--- config.mk ---
export PLATFORM = sky130hd
export DESIGN_NAME = wb_arbiter
export DESIGN_NICKNAME = d
export VERILOG_FILES = /design/src/hdl/selen_wb_pkg.sv /design/src/hdl/wb_arbiter.sv
export SDC_FILE = /design/constraint.sdc
export NUM_CORES = 1
export LEC_CHECK = 0
export BUFFER_PORTS_ARGS = -buffer_cell sky130_fd_sc_hd__buf_2
export CAP_MARGIN = 20
export CELL_PAD_IN_SITES_DETAIL_PLACEMENT = 0
export CELL_PAD_IN_SITES_GLOBAL_PLACEMENT = 2
export CORE_ASPECT_RATIO = 0.5
export CORE_MARGIN = 2
export CORE_UTILIZATION = 10
export DETAILED_ROUTE_END_ITERATION = 6
export GPL_TIMING_DRIVEN = 0
export HOLD_SLACK_MARGIN = 0.06
export PLACE_DENSITY = 0.95
export SKIP_LAST_GASP = 1
export SLEW_MARGIN = 20
export SYNTH_ARGS = -nofsm -noshare
export SYNTH_HDL_FRONTEND = slang
export SYNTH_SLANG_ARGS = --single-unit
--- constraint.sdc ---
create_clock -name wb_clk_i -period 2.4 [get_ports wb_clk_i]
set_clock_uncertainty 0.05 [all_clocks]
set_input_delay 0.36 -clock wb_clk_i [delete_from_list [all_inputs] [get_ports wb_clk_i]]
set_output_delay 0.36 -clock wb_clk_i [all_outputs]
set_load 0.05 [all_outputs]
--- src/hdl/selen_wb_pkg.sv ---
// Shared types and default sizes for the memory system; DEPTH must be a power of two, DW a multiple of 8.
package selen_wb_pkg;

  // ======================================================================
  // Bus ownership
  // ======================================================================

  // Owner of the shared slave bus.
  // One bit, so the arbiter can hold it in a single flop.
  typedef enum logic [0:0] {
    MST_HOST = 1'b0, // External host port.
    MST_DMA  = 1'b1  // Block-copy engine.
  } wb_master_e;

  // ======================================================================
  // Copy engine FSM
  // ======================================================================

  // Block-copy engine states.
  typedef enum logic [1:0] {
    IDLE   = 2'd0, // Waiting for start.
    READ   = 2'd1, // Fetching a source word.
    WRITE  = 2'd2, // Storing it at the destination.
    FINISH = 2'd3  // One-cycle done pulse.
  } blk_state_e;

  // ======================================================================
  // Default sizes
  // ======================================================================

  // Top-level defaults, passed down as module parameters.
  localparam int WB_AW_DEF     = 32;  // Byte address width.
  localparam int WB_DW_DEF     = 32;  // Data width.
  localparam int RAM_DEPTH_DEF = 256; // Words, so 1 kB at 32 bits.

endpackage

--- src/hdl/wb_arbiter.sv ---
// Two-master Wishbone classic arbiter; owner kept while its cyc is high, round-robin on ties.
`timescale 1ns/1ps

module wb_arbiter
  import selen_wb_pkg::*;
#(
  parameter int AW = 32,  // Byte address width.
  parameter int DW = 32   // Data width.
) (
  input  logic            wb_clk_i,
  input  logic            wb_rst_i,
  // Host master.
  input  logic            h_cyc_i,
  input  logic            h_stb_i,
  input  logic            h_we_i,
  input  logic [AW-1:0]   h_adr_i,
  input  logic [DW/8-1:0] h_sel_i,
  input  logic [DW-1:0]   h_dat_i,
  output logic [DW-1:0]   h_dat_o,
  output logic            h_ack_o,
  output logic            h_err_o,
  // Copy engine master.
  input  logic            d_cyc_i,
  input  logic            d_stb_i,
  input  logic            d_we_i,
  input  logic [AW-1:0]   d_adr_i,
  input  logic [DW/8-1:0] d_sel_i,
  input  logic [DW-1:0]   d_dat_i,
  output logic [DW-1:0]   d_dat_o,
  output logic            d_ack_o,
  output logic            d_err_o,
  // Slave bus.
  output logic            s_cyc_o,
  output logic            s_stb_o,
  output logic            s_we_o,
  output logic [AW-1:0]   s_adr_o,
  output logic [DW/8-1:0] s_sel_o,
  output logic [DW-1:0]   s_dat_o,
  input  logic [DW-1:0]   s_dat_i,
  input  logic            s_ack_i,
  input  logic            s_err_i,
  output wb_master_e      gnt_o    // Current owner.
);

  wb_master_e gnt_q;   // Owner of the last cycle.
  wb_master_e gnt_c;   // Owner this cycle.
  wb_master_e last_q;  // Last master to use the bus, loses ties.
  logic       busy_q;  // Owner held cyc last cycle.
  logic       own_cyc; // Owner's cyc now.
  logic       is_dma;

  // ======================================================================
  // Grant
  // ======================================================================

  // Decide only on an idle bus, so no extra cycle for the winner.
  always_comb begin
    if (busy_q) begin
      gnt_c = gnt_q;                       // Locked to the owner.
    end else if (h_cyc_i && d_cyc_i) begin
      gnt_c = (last_q == MST_HOST) ? MST_DMA : MST_HOST; // Round-robin.
    end else if (d_cyc_i) begin
      gnt_c = MST_DMA;
    end else if (h_cyc_i) begin
      gnt_c = MST_HOST;
    end else begin
      gnt_c = gnt_q;                       // Park.
    end
  end

  assign is_dma  = (gnt_c == MST_DMA);
  assign own_cyc = is_dma ? d_cyc_i : h_cyc_i;
  assign gnt_o   = gnt_c;

  always_ff @(posedge wb_clk_i or posedge wb_rst_i) begin
    if (wb_rst_i) begin
      busy_q <= 1'b0;
      gnt_q  <= MST_HOST;
      last_q <= MST_DMA;  // Host wins the first tie.
    end else begin
      busy_q <= own_cyc;  // Released once cyc drops.
      gnt_q  <= gnt_c;
      if (own_cyc) last_q <= gnt_c;
    end
  end

  // ======================================================================
  // Request mux and response routing
  // ======================================================================

  assign s_cyc_o = own_cyc;
  assign s_stb_o = is_dma ? d_stb_i : h_stb_i;
  assign s_we_o  = is_dma ? d_we_i  : h_we_i;
  assign s_adr_o = is_dma ? d_adr_i : h_adr_i;
  assign s_sel_o = is_dma ? d_sel_i : h_sel_i;
  assign s_dat_o = is_dma ? d_dat_i : h_dat_i;

  // The other master sees nothing.
  assign h_ack_o = s_ack_i & ~is_dma;
  assign h_err_o = s_err_i & ~is_dma;
  assign h_dat_o = is_dma ? '0 : s_dat_i;
  assign d_ack_o = s_ack_i &  is_dma;
  assign d_err_o = s_err_i &  is_dma;
  assign d_dat_o = is_dma ? s_dat_i : '0;

  // Ownership cannot move mid-cycle.
  a_gnt_held: assert property (
    @(posedge wb_clk_i) disable iff (wb_rst_i) own_cyc |=> (gnt_c == $past(gnt_c))
  ) else $error("wb_arbiter: grant changed while owner held cyc");

endmodule

; ---- Yosys cells after proc, flatten, opt, wreduce, memory -nomap -nowiden
; Index checks and enable logic that the tools add are counted.
[classes]
muxes = 13
n_bitwise = 5
n_reduce_logical = 1
[op_table]
columns = op, n
row1 = 32-bit two-way mux, 4
row2 = 1-bit two-way mux, 8
row3 = 1-bit bitwise AND, 4
row4 = 4-bit two-way mux, 1
row5 = 1-bit logical AND, 1
row6 = 1-bit inverter, 1
[word_totals]
regBits = 3
inputBits = 178
output_inout_bits = 140
wordCells = 22

; ---- Longest topological paths before layout
[logic_depth]
depth_word = 6
mapped_depth = 5
mapped_depth_nobuf = 4

; ---- Least setup slack after synthesis
; Ideal clock, no wire load.
[synth_timing]
path_kind = register to output
start = reg busy_q
end = out d_dat_o[22]
arrival_ns = 1.831
t_required_ns = 1.990
path_slack_ns = 0.159
stages_incl_launch_ff = 6
path_buffers = 1
cell_sequence = dfrtp_1 inv_1 a32oi_2 inv_2 clkbuf_1 and2_1
[synth_between]
elab_chain_cells = 2
[synth_lines]
columns = element, line_no
row1 = "start, declared", wb_arbiter.sv:48  ; logic busy_q;
row2 = "start signal, assigned", wb_arbiter.sv:81  ; busy_q <= own_cyc;
row3 = 1-bit two-way mux, wb_arbiter.sv:58  ; if (busy_q) begin
row4 = named net gnt_o, wb_arbiter.sv:42  ; output wb_master_e gnt_o
row5 = 32-bit two-way mux, wb_arbiter.sv:104  ; assign d_dat_o = is_dma ? s_dat_i : '0;
row6 = "end, declared", wb_arbiter.sv:29  ; output logic [DW-1:0] d_dat_o,
; The timed path passes the listed nets, and every way through them passes these cells.

; ---- Worst setup path in the final report
[layout_timing]
start = reg last_q
end = out s_adr_o[0]
[layout_between]
elab_chain_cells = 4
[layout_lines]
columns = element, line_no
row1 = "start, declared", wb_arbiter.sv:47  ; wb_master_e last_q;
row2 = "start signal, assigned", wb_arbiter.sv:83  ; if (own_cyc) last_q <= gnt_c;
row3 = 1-bit two-way mux, wb_arbiter.sv:61  ; gnt_c = (last_q == MST_HOST) ? MST_DMA : MST_HOST;
row4 = 1-bit two-way mux, wb_arbiter.sv:60  ; end else if (h_cyc_i && d_cyc_i) begin
row5 = 1-bit two-way mux, wb_arbiter.sv:58
row6 = 32-bit two-way mux, wb_arbiter.sv:94  ; assign s_adr_o = is_dma ? d_adr_i : h_adr_i;
row7 = "end, declared", wb_arbiter.sv:36  ; output logic [AW-1:0] s_adr_o,
; Every way passes these cells.

==> reports/results.md <==
## Routing
• vias after detailed routing: 2428
• Remaining DRCs: 0
• vias per std cell: 3.51
• Detailed Route Iter0 Violations: 59
• antenna-violating nets left: 0
• average detailed-routed wire length per instance: 14.5 um
• routed wire length: 10.0 mm
• drt pass-1 iters: 4

## Run
• max-capacitance violation count: 0

## Timing
• Max Clk Rate: 0.414 GHz
• final-layout setup total negative slack: -0.0709 ns
• transition time of the tightest slew-check pin: 0.288 ns
• count of final hold-check violations: 0
• setup violators final: 12
• part of the cycle the worst path needs: 101%
• post-route minimum period: 2.41 ns
• Max-Slew Margin vs Limit: 81.0%
• unrepaired setup endpoints after global routing: yes
• minimum setup slack in the final design: -0.0128 ns
• final max-slew violation count: 0

## CTS
• number of buffers inserted during clock tree synthesis: 3
• number of clock sinks: 3
• CTS Buffer Depth: 2
• Root Buffer: sky130_fd_sc_hd__clkbuf_16
• later-pin clock latency in the skew report: 0.22 ns
• number of H-tree levels: 1
• clock-pin transition on the worst setup and hold timing paths: 0.03 ns
• TritonCTS clock tree: yes

## Worst setup path
• signal arrival time at the worst endpoint: 2.00 ns
• Top Family by Delay on Critical Path: buffers and inverters
• largest fanout of any net on the critical path: 10
• type of element capturing the critical path: output port
• worst endpoint required time: 1.99 ns
• Critical Path, Cell by Cell: nand2_2, a32oi_4, buf_6, buf_6, mux2_2, buf_4
• master of the slowest instance on the critical path: sky130_fd_sc_hd__dfstp_2
• Top cell by count, worst path: sky130_fd_sc_hd__buf_6
• Critical Path Max Stage Delay: 0.53 ns
• start-to-end type of the worst setup path: reg2out
• type of origin of the critical path: register
• count of buffering cells on the critical path with inverters included: 3

## Cells and area
• area grow syn2layout: 157%
• Final Instance Area: 3770 sq um
• Layout Cells excl Fill: 692
• share of layout cells above drive strength 1: 78.7%
• antenna diode count: 0
• final net count: 673
• # fillers: 1571

## Floorplan
• Std-Cell Rows: 31
• Boundary Pins: 318
• width of the die: 175 um
• Die ar.: 15700 sq um
• placeable core area: 14400 sq um
• starting density of the core: 10.2%
• DIE HEIGHT: 89.6 um

## Synthesis
• leading cell types by total area after synthesis: sky130_fd_sc_hd__mux2_2 (34%), sky130_fd_sc_hd__and2_1 (29%), sky130_fd_sc_hd__mux2_1 (20%)
• synthesized instance count: 166
• mux share of post-synthesis cell area: 54.5%
• top cell type's share of synthesized area: 33.8%
• adder-cell share of the synthesized area: 0%
• distinct cell type count after synthesis: 17
• post-synth design cell area: 1470 sq um
• share of the synthesized netlist area taken by xor and xnor gates: 0%
• Synthesized Nets: 344
• share of synthesized area occupied by flip-flops and latches: 5.21%
• number of synthesized register bits: 3
• Avg Synthesized Cell Area: 8.83 sq um
• Post-Synth Simple-Gate Area: 30.4%
• library cell with the largest summed area after synthesis: sky130_fd_sc_hd__mux2_2
• synthesis warning total: 0
• main combinational cell family by area after synthesis: multiplexers
• complex-gate fraction of the synthesized area: 2.22%

## Placed design
• DP HPWL: 8.50 mm
• # placed instances: 681
• I/O Buffers: 317
• gpl congestion: 0.884
• area of placed instances: 3300 sq um

## Global route
• GRT overflow: 0
• antenna violations before repair: 0
• first-pass GRT wire length: 12.7 mm
• pin count of the biggest net entering global routing: 12
• via count of the first global-routing pass: 2126
• overall global routing resource usage: 10.4%

## Min path
• class of the worst hold path: in2reg

## Outcome
• result of the run: finished with violations
• violations in the final reports: setup timing

## Power and ir drop
• areal power density over the cells: 1550 nW/um^2
• Peak supply drop: 0.383 mV
• static power due to leakage: 0.00209 uW

-- state kept, by name, summed over array words and instances, names as in the netlist --
| name | count |
|---|---|
| busy_q | 1 |
| gnt_q | 1 |
| last_q | 1 |
-- cells in the mapped netlist --
library cell,n
sky130_fd_sc_hd__mux2_2,44
sky130_fd_sc_hd__mux2_1,26
sky130_fd_sc_hd__clkbuf_1,3
sky130_fd_sc_hd__mux2i_1,1
sky130_fd_sc_hd__and2_1,68
sky130_fd_sc_hd__inv_2,1
sky130_fd_sc_hd__a21boi_0,1
sky130_fd_sc_hd__a32oi_2,1
sky130_fd_sc_hd__clkbuf_2,3
sky130_fd_sc_hd__o22a_1,1
sky130_fd_sc_hd__inv_1,2
sky130_fd_sc_hd__buf_4,4
sky130_fd_sc_hd__dfstp_2,1
sky130_fd_sc_hd__nand2b_1,2
sky130_fd_sc_hd__dfrtp_1,2
sky130_fd_sc_hd__nand2_1,2
sky130_fd_sc_hd__buf_6,4
-- kinds of logic after synthesis --
logic type | Yosys count
muxes | 71
and+or+nand+nor | 72
buffers and inverters | 17
DFF | 3
AOI/OAI and AO/OA | 3
-- worst paths after layout --
kind                       slack (ns)  startpoint  cells after the start         end
hold / removal                   0.34     d_cyc_i                      3      last_q
setup / recovery                -0.01      last_q                      6  s_adr_o[0]
setup reg to reg                 0.94      last_q                      5       gnt_q
max in group asynchronous        1.58    wb_rst_i                      3      last_q
min in group asynchronous        0.50    wb_rst_i                      3       gnt_q
hold reg to reg                  0.44      last_q                      1      last_q
-- layout by cell type, fill, tap and decap left out, drive strengths merged --
| cell type | netlist | layout |
|---|---|---|
| buf | 8 | 328 |
| o22a | 1 | 1 |
| dfrtp | 2 | 2 |
| clkbuf | 6 | 13 |
| mux2 | 70 | 70 |
| dfstp | 1 | 1 |
| and2 | 68 | 68 |
| inv | 3 | 3 |
| a32oi | 1 | 1 |
| a21boi | 1 | 1 |
| mux2i | 1 | 1 |
| dlygate4sd3 | 0 | 1 |
| nand2b | 2 | 2 |
| nand2 | 2 | 2 |
-- per-stage QoR --
step | utilization (%) | power [uW] | hold WS, ns | setup slack [ns]
after floorplan | - | 3900 | 0.0629 | 0.159
after global placement | 22.9 | 5000 | 0.172 | -0.0364
after detailed placement | 22.9 | 5010 | 0.184 | -0.0469
after CTS | 24.1 | 5420 | 0.349 | -0.0269
after global routing | 26.2 | 6100 | 0.365 | -0.0690
final | 26.2 | 5860 | 0.345 | -0.0128
-- worst register-to-register path, stage by stage, from the launching register on --
cell and delay, ns:
sky130_fd_sc_hd__dfstp_2 0.53, sky130_fd_sc_hd__nand2_2 0.06, sky130_fd_sc_hd__a32oi_4 0.29, sky130_fd_sc_hd__buf_4 0.16, sky130_fd_sc_hd__inv_2 0.06, sky130_fd_sc_hd__buf_4 0.18
-- power breakdown --
group	internal, uW	switching [uW]	leakage (uW)
logic	1800	3690	0.00202
registers	79.8	23.5	0.0000335
clock network	219	43.8	0.0000382
-- final cells by class --
| type | count | area, sq um | area share [%] |
|---|---|---|---|
| plain buffers | 14 | 174 | 4.62 |
| clock buffers | 4 | 78.8 | 2.09 |
| inverters | 3 | 11.3 | 0.299 |
| multi-input cells | 146 | 1300 | 34.5 |
| flip-flops and latches | 3 | 76.3 | 2.03 |
| well taps | 198 | 248 | 6.58 |
| repair buffers | 324 | 1880 | 49.9 |
-- routing by layer --
layer	GRT usage, %	part of all wire [%]	up-vias
met3	0.337	1.9	0
met5	0	0	-
met4	0.985	0	0
met1	16.3	48	1170
li1	-	-	1218
met2	16.4	50	40
-- what timing repair did --
| action | in CTS | in global routing |
|---|---|---|
| setup buffers | 4 | 0 |
| pin swaps | 1 | 1 |
| gates resized for setup | 13 | 143 |
| endpoints found under the setup margin | 133 | 93 |
| hold endpoints to repair | 2 | 0 |
| gates cloned | 0 | 2 |
| hold buffers | 1 | 0 |
Power figures use the tool's default switching activity.
