## src/hdl/selen_wb_pkg.sv

```systemverilog
// Shared types and default sizes for the memory system; DEPTH must be a power of two, DW a multiple of 8.
package selen_wb_pkg;

  // ======================================================================
  // Bus ownership
  // ======================================================================

  // Owner of the shared slave bus.
  // One bit, so the arbiter can hold it in a single flop.
  typedef enum logic [0:0] {
    MST_HOST = 1'b0, // External host port.
    MST_DMA  = 1'b1  // Block-copy engine.
  } wb_master_e;

  // ======================================================================
  // Copy engine FSM
  // ======================================================================

  // Block-copy engine states.
  typedef enum logic [1:0] {
    IDLE   = 2'd0, // Waiting for start.
    READ   = 2'd1, // Fetching a source word.
    WRITE  = 2'd2, // Storing it at the destination.
    FINISH = 2'd3  // One-cycle done pulse.
  } blk_state_e;

  // ======================================================================
  // Default sizes
  // ======================================================================

  // Top-level defaults, passed down as module parameters.
  localparam int WB_AW_DEF     = 32;  // Byte address width.
  localparam int WB_DW_DEF     = 32;  // Data width.
  localparam int RAM_DEPTH_DEF = 256; // Words, so 1 kB at 32 bits.

endpackage

```

## src/hdl/wb_blk_copy.sv

```systemverilog
// Word-by-word copy master; one read then one write per word, each its own bus cycle; no overlap check.
`timescale 1ns/1ps

module wb_blk_copy
  import selen_wb_pkg::*;
#(
  parameter int AW = 32,  // Byte address width.
  parameter int DW = 32   // Data width.
) (
  input  logic            wb_clk_i,
  input  logic            wb_rst_i,
  input  logic            start_i,  // One-cycle pulse.
  input  logic [AW-1:0]   src_i,    // Source byte address.
  input  logic [AW-1:0]   dst_i,    // Destination byte address.
  input  logic [15:0]     len_i,    // Words to copy.
  output logic            busy_o,
  output logic            done_o,
  output logic            err_o,    // Abort, valid with done.
  // Bus master.
  output logic            m_cyc_o,
  output logic            m_stb_o,
  output logic            m_we_o,
  output logic [AW-1:0]   m_adr_o,
  output logic [DW/8-1:0] m_sel_o,
  output logic [DW-1:0]   m_dat_o,
  input  logic [DW-1:0]   m_dat_i,
  input  logic            m_ack_i,
  input  logic            m_err_i
);

  localparam logic [AW-1:0] STEP = AW'(DW/8); // Bytes per word.

  blk_state_e    state_q;
  logic          gap_q;    // Idle cycle after each response.
  logic          err_q;    // Sticky abort flag.
  logic          req;      // Bus request this cycle.
  logic [AW-1:0] src_q;
  logic [AW-1:0] dst_q;
  logic [15:0]   cnt_q;    // Words left.
  logic [DW-1:0] buf_q;    // Word in flight.

  // ======================================================================
  // FSM
  // ======================================================================

  always_ff @(posedge wb_clk_i or posedge wb_rst_i) begin
    if (wb_rst_i) begin
      state_q <= IDLE;
      gap_q   <= 1'b0;
      err_q   <= 1'b0;
    end else begin
      gap_q <= req & (m_ack_i | m_err_i); // Drop cyc for one cycle.
      case (state_q)
        IDLE: begin
          if (start_i) begin
            err_q   <= 1'b0;
            state_q <= (len_i == 16'd0) ? FINISH : READ;
          end
        end
        READ, WRITE: begin
          if (req && m_err_i) begin
            err_q   <= 1'b1;                  // Abort the copy.
            state_q <= FINISH;
          end else if (req && m_ack_i) begin
            if (state_q == READ) state_q <= WRITE;
            else state_q <= (cnt_q == 16'd1) ? FINISH : READ;
          end
        end
        default: state_q <= IDLE;             // FINISH lasts a cycle.
      endcase
    end
  end

  // Addresses, count and data buffer.
  always_ff @(posedge wb_clk_i) begin
    if (state_q == IDLE && start_i) begin
      src_q <= src_i;
      dst_q <= dst_i;
      cnt_q <= len_i;
    end else if (req && m_ack_i) begin
      if (state_q == READ) begin
        buf_q <= m_dat_i;                     // Latch read word.
        src_q <= src_q + STEP;
      end else begin
        dst_q <= dst_q + STEP;
        cnt_q <= cnt_q - 16'd1;
      end
    end
  end

  // ======================================================================
  // Outputs
  // ======================================================================

  assign req     = ((state_q == READ) || (state_q == WRITE)) & ~gap_q;
  assign m_cyc_o = req;
  assign m_stb_o = req;
  assign m_we_o  = (state_q == WRITE);
  assign m_adr_o = (state_q == WRITE) ? dst_q : src_q;
  assign m_sel_o = '1;                        // Whole words only.
  assign m_dat_o = buf_q;

  assign busy_o = (state_q != IDLE);
  assign done_o = (state_q == FINISH);
  assign err_o  = (state_q == FINISH) & err_q;

  a_stb_in_xfer: assert property (
    @(posedge wb_clk_i) disable iff (wb_rst_i)
      m_stb_o |-> (state_q inside {READ, WRITE})
  ) else $error("wb_blk_copy: stb outside a transfer state");

endmodule

```

## config.mk

```make
export PLATFORM = sky130hd
export DESIGN_NAME = wb_blk_copy
export DESIGN_NICKNAME = d
export VERILOG_FILES = /design/src/hdl/selen_wb_pkg.sv /design/src/hdl/wb_blk_copy.sv
export SDC_FILE = /design/constraint.sdc
export NUM_CORES = 1
export LEC_CHECK = 0
export BUFFER_PORTS_ARGS = -buffer_cell sky130_fd_sc_hd__buf_2
export CELL_PAD_IN_SITES_DETAIL_PLACEMENT = 2
export CELL_PAD_IN_SITES_GLOBAL_PLACEMENT = 2
export CORE_MARGIN = 4
export CORE_UTILIZATION = 29
export DETAILED_ROUTE_END_ITERATION = 16
export PLACE_DENSITY_LB_ADDON = 0.1
export REMOVE_ABC_BUFFERS = 1
export SKIP_CTS_REPAIR_TIMING = 1
export SYNTH_ARGS = -nofsm -noshare
export SYNTH_HDL_FRONTEND = slang
export SYNTH_SLANG_ARGS = --single-unit
```

## constraint.sdc

```tcl
create_clock -name wb_clk_i -period 3.26 [get_ports wb_clk_i]
set_input_delay 0.652 -clock wb_clk_i [delete_from_list [all_inputs] [get_ports wb_clk_i]]
set_output_delay 0.652 -clock wb_clk_i [all_outputs]
set_load 0.05 [all_outputs]
```

Word level (Yosys, flattened, before mapping):

Cells that the tools add are included.

* register bits: 116
* latch bits: 0
* memory bits (writable): 0
* bits in read-only memories: 0
* bits of input ports: 117
* output and inout bits: 74
* word-level logic and storage cells: 60
* memories kept: 0

* add/sub/neg operators: 3
* multiply operators: 0
* divide/modulo/power cells: 0
* magnitude comparators: 0
* equality and inequality tests: 8
* shift-type cells: 0
* muxes and demuxes: 20
* bitwise gates (word level): 6
* reductions and logical operators: 16

Operators with widths (count)
* 32-bit 2-to-1 mux: 7
* 32-bit by 3-bit adder with 32-bit output (second input constant): 2
* 16-bit 2-to-1 mux: 3
* 16-bit by 1-bit equality test with 1-bit output (second input constant): 1
* 16-bit zero test: 1
* 16-bit by 1-bit subtractor with 16-bit output (second input constant): 1
* 2-bit 2-to-1 mux: 6
* 2-bit nonzero test: 4
* 2-bit AND reduction: 3
* 3-bit AND reduction: 2
* 2-bit equality test (second input constant): 2
* 2-bit != test (second input constant): 2
* 2-bit one-hot mux with 2 select lines: 1
* 1-bit AND: 3
* 1-bit logical AND: 3
* 3-bit != test (second input constant): 1
* 2-bit by 1-bit equality test with 1-bit output (second input constant): 1
* 2-bit zero test: 1
* 1-bit 2-to-1 mux: 2
* 2-bit by 1-bit != test with 1-bit output (second input constant): 1
* 1-bit NOT: 2
* 1-bit one-hot mux with 2 select lines: 1
* 2-bit OR reduction: 1
* 1-bit logical OR: 1
* 1-bit OR: 1

Longest topological paths before layout:

Gate-level depths: netlist (run 1).

* word-level depth: 7
* mapped depth: 7
* mapped depth without buffers: 7

Worst setup path after synthesis (run 1):

Ideal clock, no wire load.

* path type: register -> register
* start point: reg state_q[0]
* end point: reg cnt_q[0], enable pin
* library setup time: 0.450 ns
* data arrival time: 3.802 ns
* path slack: -0.992 ns
* cell stages (with the launch flop): 6
* clock period less this slack: 4.252 ns
* cell sequence: dfrtp_1 > inv_1 > ha_1 > nor2b_1 > a21oi_1 > nor2_1

* cells in the longest elaborated chain, start to end: 6
* elaborated cells on any way between the ends: 10
* classes of those cells: 3 x eq/ne; 1 x bitwise; 6 x reduce/logical

RTL lines
* start: declaration: line wb_blk_copy.sv:33 `blk_state_e state_q;`
* start signal: assignment: line wb_blk_copy.sv:57 `state_q <= (len_i == 16'd0) ? FINISH : READ;`
* start signal: assignment: line wb_blk_copy.sv:66 `else state_q <= (cnt_q == 16'd1) ? FINISH : READ;`
* 2-bit by 1-bit equality test with 1-bit output / 2-bit equality test (equally long branches): line wb_blk_copy.sv:95 `assign req = ((state_q == READ) || (state_q == WRITE)) & ~gap_q;`
* 1-bit logical OR (*): line wb_blk_copy.sv:95
* 1-bit AND (*): line wb_blk_copy.sv:95
* named net m_cyc_o: line wb_blk_copy.sv:20 `output logic m_cyc_o,`
* 1-bit logical AND (*): line wb_blk_copy.sv:80 `end else if (req && m_ack_i) begin`
* 2-bit nonzero test (no line) (*)
* 2-bit AND reduction (no line) (*)
* end signal: assignment: line wb_blk_copy.sv:79 `cnt_q <= len_i;`
* end signal: assignment: line wb_blk_copy.sv:86 `cnt_q <= cnt_q - 16'd1;`
* end: declaration: line wb_blk_copy.sv:39 `logic [15:0] cnt_q;`

The timed path passes the listed nets; every way through them passes the cells marked *.
A chain may end at the register's enable or synchronous reset.

Final worst setup path (run 1):

* start point: reg state_q[0]
* end point: out m_adr_o[1]

* cells in the longest elaborated chain, start to end: 2

RTL lines
* 2-bit equality test: line wb_blk_copy.sv:99 `assign m_adr_o = (state_q == WRITE) ? dst_q : src_q;`
* 32-bit 2-to-1 mux: line wb_blk_copy.sv:99
* end: declaration: line wb_blk_copy.sv:23 `output logic [AW-1:0] m_adr_o,`

No other way between the ends.

==> results of run 1 <==
-- sequential cells by signal (all words and copies together) (netlist names) --
| register | flops |
|---|---|
| cnt_q | 16 |
| dst_q | 32 |
| err_q | 1 |
| gap_q | 1 |
| m_dat_o | 32 |
| src_q | 32 |
| state_q | 2 |
-- cells in the final DEF, fill, tap and decap left out, types with 2 or more instances in the layout --
cell / instances
sky130_fd_sc_hd__edfxtp_1: 112
sky130_fd_sc_hd__and3_1: 12
sky130_fd_sc_hd__inv_8: 7
sky130_fd_sc_hd__dfrtp_1: 4
sky130_fd_sc_hd__xor2_1: 48
sky130_fd_sc_hd__inv_1: 10
sky130_fd_sc_hd__o31ai_1: 2
sky130_fd_sc_hd__nor4_1: 4
sky130_fd_sc_hd__xnor2_1: 21
sky130_fd_sc_hd__conb_1: 4
sky130_fd_sc_hd__ha_1: 9
sky130_fd_sc_hd__and4_1: 2
sky130_fd_sc_hd__buf_4: 6
sky130_fd_sc_hd__clkbuf_16: 17
sky130_fd_sc_hd__nand3_2: 2
sky130_fd_sc_hd__nor2b_1: 4
sky130_fd_sc_hd__mux2_2: 32
sky130_fd_sc_hd__inv_6: 6
sky130_fd_sc_hd__nand4_1: 19
sky130_fd_sc_hd__buf_2: 186
sky130_fd_sc_hd__nand2b_1: 2
sky130_fd_sc_hd__nand2_1: 28
sky130_fd_sc_hd__a21oi_1: 76
sky130_fd_sc_hd__nand3_1: 31
sky130_fd_sc_hd__nor3_1: 13
sky130_fd_sc_hd__o21ai_0: 4
sky130_fd_sc_hd__and2_1: 3
sky130_fd_sc_hd__nor2_1: 94
sky130_fd_sc_hd__nor4_4: 5
-- through the flow --
stage	instances	area, um^2	hold slack, ns	setup TNS, ns
after floorplan	555	6233	0.4181	-212.16
after global placement	1023	7589	0.5218	0
after detailed placement	1023	7589	0.5384	0
after CTS	1055	8162	0.1070	0
after global routing	1055	8162	0.1277	0
final	1055	8162	0.1287	0
-- cells by family (layout without fill, tap and decap cells) --
kind of cell,after synthesis,in the layout,synth area share [%]
AOI/OAI and AO/OA,86,86,7.012
xor gates and xnor gates,69,69,9.540
adders and majority gates,9,9,1.778
buffers and inverters,35,235,2.370
DFF,116,116,54.67
muxes,32,32,5.688
other,1,4,0.05920
and+or+nand+nor,229,229,18.88
-- Yosys cell counts (5+ instances only) --
cell                       instances  share of area (%)
sky130_fd_sc_hd__edfxtp_1        112                 53
sky130_fd_sc_hd__nor2_1           95                5.6
sky130_fd_sc_hd__a21oi_1          76                6.0
sky130_fd_sc_hd__xor2_1           48                6.6
sky130_fd_sc_hd__mux2_2           32                5.7
sky130_fd_sc_hd__nand3_1          31                2.4
sky130_fd_sc_hd__nand2_1          29                1.7
sky130_fd_sc_hd__xnor2_1          21                2.9
sky130_fd_sc_hd__nand4_1          19                1.9
sky130_fd_sc_hd__clkbuf_1         17                1.0
sky130_fd_sc_hd__nor3_1           13                1.0
sky130_fd_sc_hd__and3_1           12                1.2
sky130_fd_sc_hd__inv_1            10               0.59
sky130_fd_sc_hd__ha_1              9                1.8
sky130_fd_sc_hd__buf_4             5               0.59
sky130_fd_sc_hd__nor4_4            5                1.7
-- routing by layer --
layer / vias to the layer above / GRT usage (%) / part of all wire, %
met5: - / 0 / 0.17
met4: 6 / 3.877 / 0.65
met3: 17 / 5.270 / 6.7
met2: 133 / 27.61 / 49
met1: 2501 / 20.61 / 43
li1: 2472 / - / -
-- area by class of cell --
cell class	count	area (um^2)	area share [%]
Clock buffer	17	425.4	5.212
Timing Repair Buffer	193	996.0	12.20
Inverter	10	37.54	0.4599
Multi-Input combinational cell	429	2748	33.67
Tap cell	275	344.1	4.216
Sequential cell	116	3463	42.43
Clock inverter	15	147.6	1.809
-- worst paths after layout --
kind                        startpoint  slack (ns)           to
max                         state_q[0]        0.43   m_adr_o[1]
min                           wb_rst_i        0.13        err_q
max reg2reg                 state_q[0]        0.91    dst_q[20]
min reg2reg                 state_q[1]        0.55   state_q[1]
max in group asynchronous     wb_rst_i        2.95        gap_q
min in group wb_clk_i      m_dat_i[31]        0.40  m_dat_o[31]
-- power by group --
part	internal (mW)	switching, mW	leakage [nW]
registers	2.47	0.654	1.09
logic	1.09	2.41	1.75
clock network	1.02	0.843	0.283
total	4.59	3.91	3.12
-- critical path, stage by stage (launching register included) --
cell and delay, ns:
sky130_fd_sc_hd__dfrtp_1 0.43, sky130_fd_sc_hd__inv_1 0.11, sky130_fd_sc_hd__ha_1 0.15, sky130_fd_sc_hd__buf_4 0.44
sky130_fd_sc_hd__mux2_2 0.40, sky130_fd_sc_hd__buf_2 0.21
==> flow_metrics.env, run 1 <==
export IMPL_outcome="complete, no violations"
export IMPL_crit_path_start_kind="register"
export IMPL_placeableCoreArea_um2=21220
export IMPL_diodes=0
export IMPL_synth_seq_area_share_pct=54.67
export IMPL_drt_pass1_iter_count=4
export IMPL_yosys_warnings=0
export IMPL_fmaxAchievable_mhz=353.7
export IMPL_worst_r2r_path_depth=6
export IMPL_hold_class="in2async"
export IMPL_postLayoutSetupSlackWorst_ns=0.4330
export IMPL_first_pass_grt_wire_length_mm=31.41
export IMPL_final_max_slew_violation_count=0
export IMPL_count_of_flip_flops_with_a_built_in_enable_after_synthesis=112
export IMPL_tritoncts="built"
export IMPL_track_usage_pct=16.41
export IMPL_cts_sinks=116
export IMPL_number_of_drc_markers_after_the_initial_detailed_route_iteration=210
export IMPL_cts_root_buf="sky130_fd_sc_hd__clkbuf_16"
export IMPL_routed_vias_inst=4.862
export IMPL_die_area_um2=24270
export IMPL_h_tree_depth=4
export IMPL_yosys_most_used_dff="sky130_fd_sc_hd__edfxtp_1"
export IMPL_layout_area_overhead_vs_synth_pct=28.84
export IMPL_critPathArrivalTime_ns=2.18
export IMPL_cts_max_path_buffers=2
export IMPL_dieWidth_um=155.8
export IMPL_post_dp_hpwl_mm=14.59
export IMPL_number_of_antenna_violations_at_the_first_check_in_global_routing=3
export IMPL_finalHoldViolations=0
export IMPL_fill_cells=2329
export IMPL_crit_type="reg2out"
export IMPL_wl_per_cell_um=18.81
export IMPL_worstMarginPinSlew_ns=0.7054
export IMPL_fin_total_pwr_mw=8.500
export IMPL_yosys_cell_types_count=39
export IMPL_worst_clock_skew_ns=0.01279
export IMPL_floorplan_io_pins=191
export IMPL_final_core_util_pct=38.46
export IMPL_grt_ovfl_total=0
export IMPL_antenna_left=0
export IMPL_starting_utilization_of_the_core_area_pct=29.85
export IMPL_path_clk_slew_ns=0.06
export IMPL_post_synth_instance_area_um2=6335
export IMPL_data_required_time_of_the_critical_path_ns=2.61
export IMPL_num_vias=5129
export IMPL_period_share_pct=86.72
export IMPL_critical_path_capture_point_type="primary output"
export IMPL_finalNetCount=893
export IMPL_power_leakage_nw=3.118
export IMPL_slew_headroom_pct=52.97
export IMPL_rows=53
export IMPL_port_buffer_count=186
export IMPL_grt_setup_unrepaired="false"
export IMPL_max_cap_violations=0
export IMPL_ir_drop_uv=391.3
export IMPL_grt_start_max_net_pins=152
export IMPL_finalWeightedCongestion=0.7648
export IMPL_setup_viol=0
export IMPL_synth_instances=577
export IMPL_worst_skew_pair_late_latency_ns=0.42
export IMPL_remaining_drc_errors=0
export IMPL_number_of_global_route_vias_before_repair=5732
export IMPL_cts_buffers=17
export IMPL_drt_total_wl_mm=19.84
export IMPL_synth_async_sr_flop_share_pct=3.448
export IMPL_timing_critical_path_fanout_max=36
export IMPL_synth_area_per_cell_um2=10.98
export IMPL_fin_crit_ns=2.827
export IMPL_fraction_of_layout_cells_with_a_size_suffix_above_1_pct=34.74
export IMPL_postSynthRegisterBits=116
export IMPL_cellPowerDensity_nw_per_um2=1041
export IMPL_floorplan_die_height_um=155.8
export IMPL_place_worst_setup_slack_ns=0.8308
(Power assumes the default switching activity.)
==> inputs of run 2 (changes only) <==
Settings changed: CORE_UTILIZATION 29 to 32, GPL_TIMING_DRIVEN from default to 0.
Clock period 3.26 ns to 2.7 ns, I/O delays scaled along.
==> flow_metrics.env, run 2 (same netlist as run 1, synthesis figures left out) <==
export IMPL_cts_sinks=116
export IMPL_number_of_global_route_vias_before_repair=5718
export IMPL_h_tree_depth=4
export IMPL_floorplan_die_height_um=148.7
export IMPL_timing_critical_path_fanout_max=25
export IMPL_wl_per_cell_um=19.03
export IMPL_die_area_um2=22110
export IMPL_port_buffer_count=186
export IMPL_cts_root_buf="sky130_fd_sc_hd__clkbuf_16"
export IMPL_drt_total_wl_mm=19.93
export IMPL_fill_cells=2097
export IMPL_antenna_left=0
export IMPL_worst_path_largest_cell_delay_ns=0.43
export IMPL_data_required_time_of_the_critical_path_ns=2.16
export IMPL_remaining_drc_errors=0
export IMPL_drt_pass1_iter_count=4
export IMPL_slew_headroom_pct=51.32
export IMPL_placeableCoreArea_um2=19460
export IMPL_tritoncts="built"
export IMPL_floorplan_io_pins=191
export IMPL_path_clk_slew_ns=0.07
export IMPL_rows=51
export IMPL_post_dp_hpwl_mm=14.16
export IMPL_dieWidth_um=148.7
export IMPL_hold_path_depth=1
export IMPL_cts_max_path_buffers=2
export IMPL_grt_use_met3_pct=6.520
export IMPL_grt_start_max_net_pins=82
export IMPL_cellPowerDensity_nw_per_um2=1268
export IMPL_finalHoldViolations=0
export IMPL_hold_class="in2reg"
export IMPL_num_vias=5218
export IMPL_track_usage_pct=17.92
export IMPL_top_library_cells_by_usage_in_the_layout_fill_and_taps_aside="sky130_fd_sc_hd__buf_2 (186), sky130_fd_sc_hd__edfxtp_1 (112), sky130_fd_sc_hd__nor2_1 (94), sky130_fd_sc_hd__a21oi_1 (75), sky130_fd_sc_hd__xor2_1 (48)"
export IMPL_cts_buffers=17
export IMPL_period_share_pct=94.13
export IMPL_fin_total_pwr_mw=10.46
export IMPL_globalRouteMet2Util_pct=29.96
export IMPL_first_pass_grt_wire_length_mm=31.04
export IMPL_fin_crit_ns=2.541
export IMPL_crit_type="reg2out"
export IMPL_worst_skew_pair_late_latency_ns=0.42
export IMPL_final_core_util_pct=42.38
export IMPL_final_max_slew_violation_count=0
export IMPL_crit_path_start_kind="register"
export IMPL_worst_clock_skew_ns=0.009437
export IMPL_fraction_of_layout_cells_with_a_size_suffix_above_1_pct=35.47
export IMPL_power_leakage_nw=3.129
export IMPL_fmaxAchievable_mhz=393.5
export IMPL_setup_viol=0
export IMPL_most_common_library_cell_in_the_layout_ignoring_fill_and_taps="sky130_fd_sc_hd__buf_2"
export IMPL_layout_area_overhead_vs_synth_pct=30.20
export IMPL_max_cap_violations=0
export IMPL_starting_utilization_of_the_core_area_pct=32.55
export IMPL_worst_path_max_delay_cell="sky130_fd_sc_hd__dfrtp_1"
export IMPL_ir_drop_uv=536.6
export IMPL_grt_ovfl_total=0
export IMPL_finalWeightedCongestion=0.7624
export IMPL_critPathArrivalTime_ns=2.00
export IMPL_routed_vias_inst=4.984
export IMPL_grtUsageMet1_pct=22.04
export IMPL_critical_path_capture_point_type="primary output"
export IMPL_worstMarginPinSlew_ns=0.7302
export IMPL_number_of_drc_markers_after_the_initial_detailed_route_iteration=197
export IMPL_grt_setup_unrepaired="false"
export IMPL_worst_r2r_path_depth=8
export IMPL_finalNetCount=894
export IMPL_cp_cell_sequence="inv_1, ha_4, buf_12, mux2_2, buf_2"
export IMPL_outcome="complete, no violations"
export IMPL_globalRoute_busiestLayer="met2"
export IMPL_number_of_antenna_violations_at_the_first_check_in_global_routing=3
## run 2: final cells by class
type | count | area [um^2] | area share (%)
clock buffers | 17 | 425.4 | 5.158
clock inverters | 15 | 145.1 | 1.760
flip-flops and latches | 116 | 3463 | 41.99
multi-input cells | 431 | 2819 | 34.18
diodes | 1 | 2.502 | 0.03034
inverters | 10 | 37.54 | 0.4551
repair buffers | 192 | 1023 | 12.41
well taps | 265 | 331.6 | 4.020
## run 2: critical path, delay by kind of cell, from the launching register on
family / cells / cell delay, ns
buf+inv: 3 / 0.58
flops: 1 / 0.43
mux: 1 / 0.38
fa+ha+maj: 1 / 0.18
## run 2: final timing paths
check / endpoint / slack, ns / start
setup / recovery: m_adr_o[19] / 0.16 / state_q[0]
hold / removal: m_dat_o[4] / 0.29 / m_dat_i[4]
setup reg to reg: cnt_q[8] / 0.27 / state_q[0]
hold reg to reg: err_q / 0.58 / err_q
max in group asynchronous: state_q[1] / 1.98 / wb_rst_i
min in group asynchronous: err_q / 0.55 / wb_rst_i
## run 2: power breakdown
| part | leakage (nW) | switching, mW | internal (mW) |
|---|---|---|---|
| Clock | 0.282 | 1.01 | 1.23 |
| Combinational | 1.76 | 3.06 | 1.41 |
| Sequential | 1.09 | 0.761 | 2.99 |
| Total | 3.13 | 4.83 | 5.63 |
## run 2: routing by layer
layer	routed length (um)	vias up
met5	17	-
met4	173	4
met3	1333	20
met2	9825	130
met1	8576	2578
li1	-	2486
## run 2: metrics by stage
| step | instances | hold WS [ns] | area (um^2) | TNS [ns] | setup WS (ns) |
|---|---|---|---|---|---|
| floorplan | 555 | 0.3061 | 6233 | -321.34 | -3.062 |
| finish | 1047 | 0.2850 | 8248 | 0 | 0.1586 |
| global route | 1047 | 0.2511 | 8248 | 0 | 0.06928 |
| CTS | 1041 | -0.02409 | 8154 | -46.91 | -0.7097 |
| detailed placement | 1009 | 0.4442 | 7584 | -43.39 | -0.6734 |
| global placement | 1006 | 0.4376 | 7496 | -618.01 | -5.826 |
==> inputs of run 3 (changes only) <==
Settings changed: ABC_AREA from default to 1, CORE_UTILIZATION 32 to 30.
==> flow_metrics.env, run 3 <==
export IMPL_timing_rr_start="state_q[0]"
export IMPL_fraction_of_layout_cells_with_a_size_suffix_above_1_pct=22.83
export IMPL_remaining_drc_errors=0
export IMPL_yosys_warnings=0
export IMPL_synth_commonest_cells="sky130_fd_sc_hd__nand2_1 (408), sky130_fd_sc_hd__nor2_1 (142), sky130_fd_sc_hd__edfxtp_1 (112)"
export IMPL_post_synth_instance_area_um2=7098
export IMPL_r2r_slack_ns=0.17
export IMPL_synth_largest_type_area_fraction_pct=47.38
export IMPL_fmaxAchievable_mhz=380.6
export IMPL_top_library_cells_by_usage_in_the_layout_fill_and_taps_aside="sky130_fd_sc_hd__nand2_1 (407), sky130_fd_sc_hd__buf_2 (184), sky130_fd_sc_hd__nor2_1 (141), sky130_fd_sc_hd__edfxtp_1 (112), sky130_fd_sc_hd__inv_1 (75)"
export IMPL_synth_area_per_cell_um2=7.495
export IMPL_globalRouteMet2Util_pct=36.15
export IMPL_drt_pass1_iter_count=7
export IMPL_cellPowerDensity_nw_per_um2=1203
export IMPL_crit_path_end="m_adr_o[17]"
export IMPL_port_buffer_count=186
export IMPL_worst_path_max_delay_cell="sky130_fd_sc_hd__dfrtp_1"
export IMPL_first_pass_grt_wire_length_mm=41.18
export IMPL_worst_skew_pair_late_latency_ns=0.42
export IMPL_routed_vias_inst=4.719
export IMPL_synth_top_cell_by_area="sky130_fd_sc_hd__edfxtp_1"
export IMPL_number_of_drc_markers_after_the_initial_detailed_route_iteration=268
export IMPL_globalRoute_busiestLayer="met2"
export IMPL_finalHoldViolations=0
export IMPL_grtUsageMet1_pct=24.29
export IMPL_wl_per_cell_um=18.30
export IMPL_final_max_slew_violation_count=0
export IMPL_layout_area_overhead_vs_synth_pct=28.64
export IMPL_dieWidth_um=161.8
export IMPL_source_of_the_critical_timing_path="state_q[0]"
export IMPL_synth_instances=947
export IMPL_worst_clock_skew_ns=0.009963
export IMPL_worst_r2r_path_depth=8
export IMPL_max_cap_violations=0
export IMPL_floorplan_die_height_um=161.8
export IMPL_yosys_most_used_dff="sky130_fd_sc_hd__edfxtp_1"
export IMPL_count_of_flip_flops_with_a_built_in_enable_after_synthesis=112
export IMPL_hold_class="in2reg"
export IMPL_setup_viol=0
export IMPL_cts_root_buf="sky130_fd_sc_hd__clkbuf_16"
export IMPL_cts_sinks=116
export IMPL_worstMarginPinSlew_ns=0.6415
export IMPL_h_tree_depth=4
export IMPL_post_dp_hpwl_mm=20.39
export IMPL_tritoncts="built"
export IMPL_critical_path_reg2reg_endpoint="dst_q[9]"
export IMPL_grt_start_max_net_pins=84
export IMPL_critical_path_capture_point_type="primary output"
export IMPL_most_used_standard_cell_by_instance_count_after_synthesis="sky130_fd_sc_hd__nand2_1"
export IMPL_grt_use_met3_pct=5.912
export IMPL_yosys_cell_types_count=24
export IMPL_grt_ovfl_total=0
export IMPL_outcome="complete, no violations"
export IMPL_number_of_antenna_violations_at_the_first_check_in_global_routing=2
export IMPL_ir_drop_uv=551.5
export IMPL_most_common_library_cell_in_the_layout_ignoring_fill_and_taps="sky130_fd_sc_hd__nand2_1"
export IMPL_drt_total_wl_mm=26.92
export IMPL_power_leakage_nw=4.045
export IMPL_period_share_pct=97.30
export IMPL_starting_utilization_of_the_core_area_pct=30.33
export IMPL_fin_crit_ns=2.627
export IMPL_num_vias=6941
export IMPL_fin_tns_setup_ns=0
export IMPL_track_usage_pct=20.13
export IMPL_cts_max_path_buffers=2
export IMPL_cp_cell_sequence="inv_1, ha_4, buf_12, mux2_2, buf_2"
export IMPL_slew_headroom_pct=57.23
export IMPL_placeableCoreArea_um2=23400
export IMPL_final_design_area_no_fill_um2=9131
export IMPL_antenna_left=0
export IMPL_diodes=0
export IMPL_path_clk_slew_ns=0.07
export IMPL_placedInstanceArea_um2=8467
export IMPL_final_core_util_pct=39.02
export IMPL_timing_critical_path_fanout_max=29
export IMPL_synth_seq_area_share_pct=48.79
export IMPL_die_area_um2=26190
export IMPL_cts_buffers=17
export IMPL_crit_path_start_kind="register"
export IMPL_floorplan_io_pins=191
export IMPL_synth_async_sr_flop_share_pct=3.448
export IMPL_critPathArrivalTime_ns=2.09
export IMPL_rows=56
export IMPL_postSynthRegisterBits=116
export IMPL_finalNetCount=1265
export IMPL_fin_total_pwr_mw=10.98
export IMPL_data_required_time_of_the_critical_path_ns=2.16
export IMPL_crit_type="reg2out"
export IMPL_worst_path_largest_cell_delay_ns=0.44
export IMPL_finalWeightedCongestion=0.8128
export IMPL_number_of_global_route_vias_before_repair=7633
export IMPL_synth_top_cells_by_area="sky130_fd_sc_hd__edfxtp_1 (47%), sky130_fd_sc_hd__nand2_1 (22%), sky130_fd_sc_hd__nor2_1 (7.5%)"
-- run 3: changes by cell type in the layout (fill, tap and decap cells not counted), moves of 9 or more --
| cell | before | now |
|---|---|---|
| sky130_fd_sc_hd__a21oi_1 | 75 | 5 |
| sky130_fd_sc_hd__a31oi_1 | 1 | 13 |
| sky130_fd_sc_hd__and3_1 | 11 | 0 |
| sky130_fd_sc_hd__inv_1 | 10 | 75 |
| sky130_fd_sc_hd__mux2_2 | 32 | 7 |
| sky130_fd_sc_hd__nand2_1 | 27 | 407 |
| sky130_fd_sc_hd__nand2_2 | 0 | 9 |
| sky130_fd_sc_hd__nand3_1 | 31 | 40 |
| sky130_fd_sc_hd__nand4_1 | 19 | 0 |
| sky130_fd_sc_hd__nor2_1 | 94 | 141 |
| sky130_fd_sc_hd__nor3_1 | 13 | 2 |
| sky130_fd_sc_hd__o21ai_0 | 4 | 50 |
| sky130_fd_sc_hd__xnor2_1 | 21 | 8 |
| sky130_fd_sc_hd__xor2_1 | 48 | 15 |
-- run 3: layout make-up --
cell class	instances	area (um^2)
Timing Repair Buffer	196	1109
Clock inverter	15	152.6
Multi-Input combinational cell	730	3284
Sequential cell	116	3463
Inverter	78	297.8
Fill cell	2818	14270
Clock buffer	17	425.4
Tap cell	319	399.1
-- run 3: worst min-delay path by stage --
stage | from | end | slack, ns | depth (start not counted)
after floorplan | wb_rst_i | err_q | 0.31 | 1
after global placement | wb_rst_i | gap_q | 0.44 | 2
final | m_dat_i[25] | m_dat_o[25] | 0.28 | 1
after detailed placement | wb_rst_i | gap_q | 0.44 | 2
after global routing | m_dat_i[31] | m_dat_o[31] | 0.26 | 1
after CTS | wb_rst_i | gap_q | -0.02 | 2
-- run 3: through the flow --
stage	cells	hold slack [ns]	worst slack, ns
detailed placement	1433	0.4390	0.1256
finish	1471	0.2834	0.07290
floorplan	923	0.3061	-2.106
CTS	1465	-0.01710	0.0009841
global route	1471	0.2617	-0.006710
global placement	1428	0.4450	-5.342
-- run 3: where the power goes --
part	internal [mW]	total [mW]	leakage, nW	switching, mW
Combinational	1.33	5.01	2.66	3.67
Clock	1.24	2.29	0.284	1.05
Sequential	2.96	3.69	1.10	0.731
Total	5.53	11.0	4.05	5.45
-- run 3: worst max-delay path, delay by kind of cell, from the launching register on --
family | cells | cell delay (ns)
buffers and inverters | 3 | 0.59
multiplexers | 1 | 0.37
adder cells (fa/ha/maj) | 1 | 0.24
flip-flops | 1 | 0.44
-- run 3: layer usage --
| layer | up-vias | part of all wire, % |
|---|---|---|
| met5 | - | 0.052 |
| met4 | 4 | 0.57 |
| met3 | 12 | 6.3 |
| met2 | 146 | 51 |
| met1 | 3381 | 42 |
| li1 | 3398 | - |
-- run 3: kinds of logic (layout without fill, tap and decap cells) --
group | Yosys count | in the layout | synth area share (%)
fa+ha+maj | 9 | 9 | 1.586
simple gates | 612 | 613 | 34.16
buf+inv | 105 | 306 | 5.958
compound gates | 74 | 74 | 5.500
other cells | 1 | 4 | 0.05283
xor+xnor | 23 | 23 | 2.838
flops | 116 | 116 | 48.79
mux | 7 | 7 | 1.111
